**config.mk**
```make
export PLATFORM = sky130hd
export DESIGN_NAME = dma_engine
export DESIGN_NICKNAME = d
export VERILOG_FILES = /design/src/dma_debug_pkg.sv /design/src/dma_engine.sv
export SDC_FILE = /design/constraint.sdc
export NUM_CORES = 1
export LEC_CHECK = 0
export BUFFER_PORTS_ARGS = -buffer_cell sky130_fd_sc_hd__buf_2
export CAP_MARGIN = 20
export CORE_ASPECT_RATIO = 1.75
export CORE_MARGIN = 2
export CORE_UTILIZATION = 30
export DETAILED_ROUTE_END_ITERATION = 6
export PLACE_DENSITY = 0.66
export SYNTH_ARGS = -nofsm -noshare
export SYNTH_HDL_FRONTEND = slang
export SYNTH_SLANG_ARGS = --single-unit
```
**constraint.sdc**
```tcl
create_clock -name clk -period 3.9 [get_ports clk]
set_input_delay 0.975 -clock clk [delete_from_list [all_inputs] [get_ports clk]]
set_output_delay 0.975 -clock clk [all_outputs]
set_load 0.05 [all_outputs]
```
**src/dma_debug_pkg.sv**
```systemverilog
// shared widths, operation code and the request, response and memory write structs

package dma_debug_pkg;

	// ----------------------------------------------------------
	// widths
	// ----------------------------------------------------------

	// address and word widths of every struct below
	parameter int addr_w = 32;
	parameter int data_w = 32;

	// ----------------------------------------------------------
	// operation code
	// ----------------------------------------------------------

	typedef enum logic {
		op_read = 1'b0,	// return the source word
		op_copy = 1'b1	// source word to destination, then return it
	} dma_op_e;

	// ----------------------------------------------------------
	// transfer structs
	// ----------------------------------------------------------

	// request as seen on the debug port
	typedef struct packed {
		logic              domain;	// 0 normal, 1 secure
		dma_op_e           op;
		logic [addr_w-1:0] src_addr;
		logic [addr_w-1:0] dest_addr;
	} debug_req_t;

	// request after the domain check, domain dropped
	typedef struct packed {
		dma_op_e           op;
		logic [addr_w-1:0] src_addr;
		logic [addr_w-1:0] dest_addr;
	} dma_req_t;

	// answer back to the debug port
	typedef struct packed {
		logic              granted;
		logic [data_w-1:0] data;	// zero on refusal
	} debug_resp_t;

	// one memory write, host load or engine
	typedef struct packed {
		logic              en;
		logic [addr_w-1:0] addr;
		logic [data_w-1:0] data;
	} mem_wr_t;

endpackage
```
**src/dma_engine.sv**
```systemverilog
// DMA sequencer for read and copy operations against the word memory

`timescale 1ns/1ns

module dma_engine
	import dma_debug_pkg::*;
(
	input  logic              clk,
	input  logic              reset,

	// request from the checker
	input  logic              dma_val,
	input  dma_req_t          dma_req,
	output logic              dma_ack,
	output logic [data_w-1:0] dma_data,

	// memory side
	output logic [addr_w-1:0] rd_addr,
	input  logic [data_w-1:0] rd_data,
	output mem_wr_t           eng_wr
);

	// ----------------------------------------------------------
	// sequencer state
	// ----------------------------------------------------------

	typedef enum logic [1:0] {
		st_idle,
		st_read,
		st_write,
		st_ack
	} state_e;

	state_e state;
	state_e state_next;

	dma_op_e           op_reg;
	logic [addr_w-1:0] dest_reg;
	logic [data_w-1:0] word_reg;

	always_ff @(posedge clk) begin
		if (reset)
			state <= st_idle;
		else
			state <= state_next;
	end

	always_comb begin
		state_next = state;
		case (state)
			st_idle: if (dma_val) state_next = st_read;
			// read word arrives here, copy still has a write to do
			st_read:  state_next = (op_reg == op_copy) ? st_write : st_ack;
			st_write: state_next = st_ack;
			st_ack:   state_next = st_idle;
			default:  state_next = st_idle;
		endcase
	end

	// ----------------------------------------------------------
	// operation and word registers
	// ----------------------------------------------------------

	// op and destination taken with the request
	always_ff @(posedge clk) begin
		if (state == st_idle && dma_val) begin
			op_reg   <= dma_req.op;
			dest_reg <= dma_req.dest_addr;
		end
	end

	// memory answers one cycle after the address
	always_ff @(posedge clk) begin
		if (state == st_read)
			word_reg <= rd_data;
	end

	// ----------------------------------------------------------
	// memory access
	// ----------------------------------------------------------

	// source address stays stable in the checker's capture
	// register, so the read goes out in the dma_val cycle
	assign rd_addr = dma_req.src_addr;

	// copy writes the held word back at the destination
	always_comb begin
		eng_wr.en   = (state == st_write);
		eng_wr.addr = dest_reg;
		eng_wr.data = word_reg;
	end

	// ----------------------------------------------------------
	// acknowledge
	// ----------------------------------------------------------

	assign dma_ack  = (state == st_ack);
	assign dma_data = word_reg;

	// checker must not issue a second request mid operation
	a_val_when_idle: assert property (@(posedge clk) disable iff (reset)
		dma_val |-> state == st_idle);

endmodule

```
==> results.yml <==
timing:
  fin_setup_tns_ns: 0
  max_clock_freq_ghz: 0.458
  slew_headroom: 0.512
  tightest_slew_ns: 0.733
  setup_viol: 0
  finClkSkew_ns: 0.00655
  report.final.slew_viol_count: 0
  period_share: 0.559
  layout_min_cycle_time_ns: 2.18
  hold_viol_final: 0
  rsz0062_at_grt: "false"
floorplanning:
  ios: 230
  core_area_um2: 8370
  num_rows: 44
  die_y_um: 127
  chipWidth_um: 74.3
  start_util: 0.310
  die_area_um2: 9440
hold_path:
  hold_end: "state[1]"
  worstHoldPathType: "reg -> reg"
  worstHoldPathCells: 2
  holdCritStartpoint: "state[1]"
yosys:
  yosysSeqAreaShare: 0.768
  synth.distinct_cells: 13
  avgSynthCellArea_um2: 17.8
  syn_inst: 146
  ys_ff_latch: 67
  synth_nets: 251
  syn-cell-area_um2: 2590
  ys.warnings.count: 0
worst_setup_path:
  path_max_fanout: 5
  r2r_end: "dest_reg[19]"
  startpoint_type: "flop"
  arrival_ns: 1.21
  worst_ep_required_time_ns: 2.92
  end_kind: "output pin"
  crit_type: "reg -> out"
  reg2reg_depth: 3
  r2r_slack_ns: 2.24
  r2r-start: "state[0]"
layout:
  layout_commonest_cell: "buf_2"
  final_nets: 364
  drive_gt1_frac: 0.686
  layout_common_cells: "buf_2 (165), edfxtp_1 (65), clkbuf_16 (9), ha_1 (5)"
  layout-area-overhead-vs-synth_pct: 29.1
  final_area_um2: 3350
power_and_ir_drop:
  swShare: 0.479
  power.clock.fraction: 0.201
  power_switching_w: 0.00158
  total_power_w: 0.00330
  vdd_drop_max_mv: 0.455
  pwr-share-comb: 0.457
  p_seq_frac: 0.342
  pwr_density_cell_nw_per_um2: 985
  leakage_nw: 1.47
  p_int_w: 0.00172
routing:
  drt-total-wl_um: 5640
  vias: 1469
  dr.pass1.iters: 3
  drc: 0
  viasPerCell: 3.86
  wl_per_cell_um: 14.8
  ant_nets: 0
  drtIter0Drc: 36
clocking:
  numCtsBuffers: 9
  cts_tree: "yes"
  cts_hold_buf: 0
  cts_max_level: 3
  clk_pin_slew_worst_paths_ns: 0.05
  cts-root-buf: "clkbuf_16"
  clk_latency_ns: 0.32
  clock_sinks: 67
  cts_setup_buffers: 0
  clockBufferDepth: 2
  cts_resized: 0
grt:
  grt_antenna_before_repair: 8
  grt_pass1_vias: 1496
  grt-ovfl-total: 0
  grt_pass1_wl_um: 7750
  grt_usage: 0.119
  grt_max_degree: 34
job:
  cap_viol_max_count: 0
status:
  outcome: "complete, no violations"
placement:
  place_area_um2: 3090
  place_congestion: 0.692
  dpl.hpwl_um: 4570
  port_buffers: 165
metal layers:
| metal | global-route usage | vias to the layer above | wire length [µm] |
|---|---|---|---|
| met5 | 0 | - | 53 |
| met4 | 0.105 | 8 | 384 |
| met3 | 0.0986 | 48 | 902 |
| met2 | 0.173 | 104 | 2630 |
| met1 | 0.0965 | 629 | 1670 |
| li1 | - | 680 | - |
critical path, cell delays in order, from the launching register on:
cell     delay, ns
dfxtp_1       0.32
inv_1         0.14
ha_1          0.16
buf_2         0.26
worst max-delay path by stage:
stage                           start           end  slack (ns)  depth (start not counted)
final                        state[0]    eng_wr[64]        1.72                          3
after CTS                    state[0]    eng_wr[64]        1.69                          3
after global routing         state[0]    eng_wr[64]        1.66                          3
after detailed placement      dma_val  dest_reg[24]        1.82                          2
after floorplan           dma_req[32]    rd_addr[0]        1.78                          1
after global placement        dma_val   dest_reg[3]        1.84                          2
through the flow:
stage	worst slack, ns	utilization	hold WS [ns]	instances
floorplan	1.78	-	0.529	146
global placement	1.84	0.369	0.554	363
detailed placement	1.82	0.369	0.580	363
finish	1.72	0.400	0.574	381
CTS	1.69	0.399	0.585	376
global route	1.66	0.399	0.619	376
power by group through the flow:
stage	sequential (W)	clock (W)	combinational, W
4_1_cts	0.00113	0.000690	0.00152
3_5_place_dp	0.00115	0	0.00152
2_1_floorplan	0.00179	0	0.000756
6_report	0.00113	0.000663	0.00151
3_3_place_gp	0.00114	0	0.00151
5_1_grt	0.00116	0.000719	0.00157
synth_stat cells (all sizes together):
cell type,instances,area (µm²)
dfxtp,2,40.0
nand2b,1,6.26
buf,64,480
mux2i,1,10.0
inv,2,7.51
and2,1,7.51
nor2b,1,6.26
nor3,1,5.00
edfxtp,65,1950
a221oi,1,8.76
nor2,1,3.75
ha,5,62.6
o21ai,1,5.00
area by class of cell:
class,instances,area [µm²]
diodes,5,12.5
clock buffers,9,225
clock inverters,4,21.3
fillers,841,5020
inverters,2,7.51
multi-input cells,13,115
flip-flops and latches,67,1990
well taps,115,144
repair buffers,166,833
cells by family (layout without fill, tap and decap cells):
group                    count (synthesis)  count (layout)  synth area share
other                                    0               5                 0
flip-flops                              67              67             0.768
AND/OR/NAND/NOR                          5               5            0.0111
adder cells (fa/ha/maj)                  5               5            0.0241
buffers and inverters                   66             181             0.188
AO/OA/AOI/OAI                            2               2           0.00530
multiplexers                             1               1           0.00386
Power figures use the tool's default switching activity.
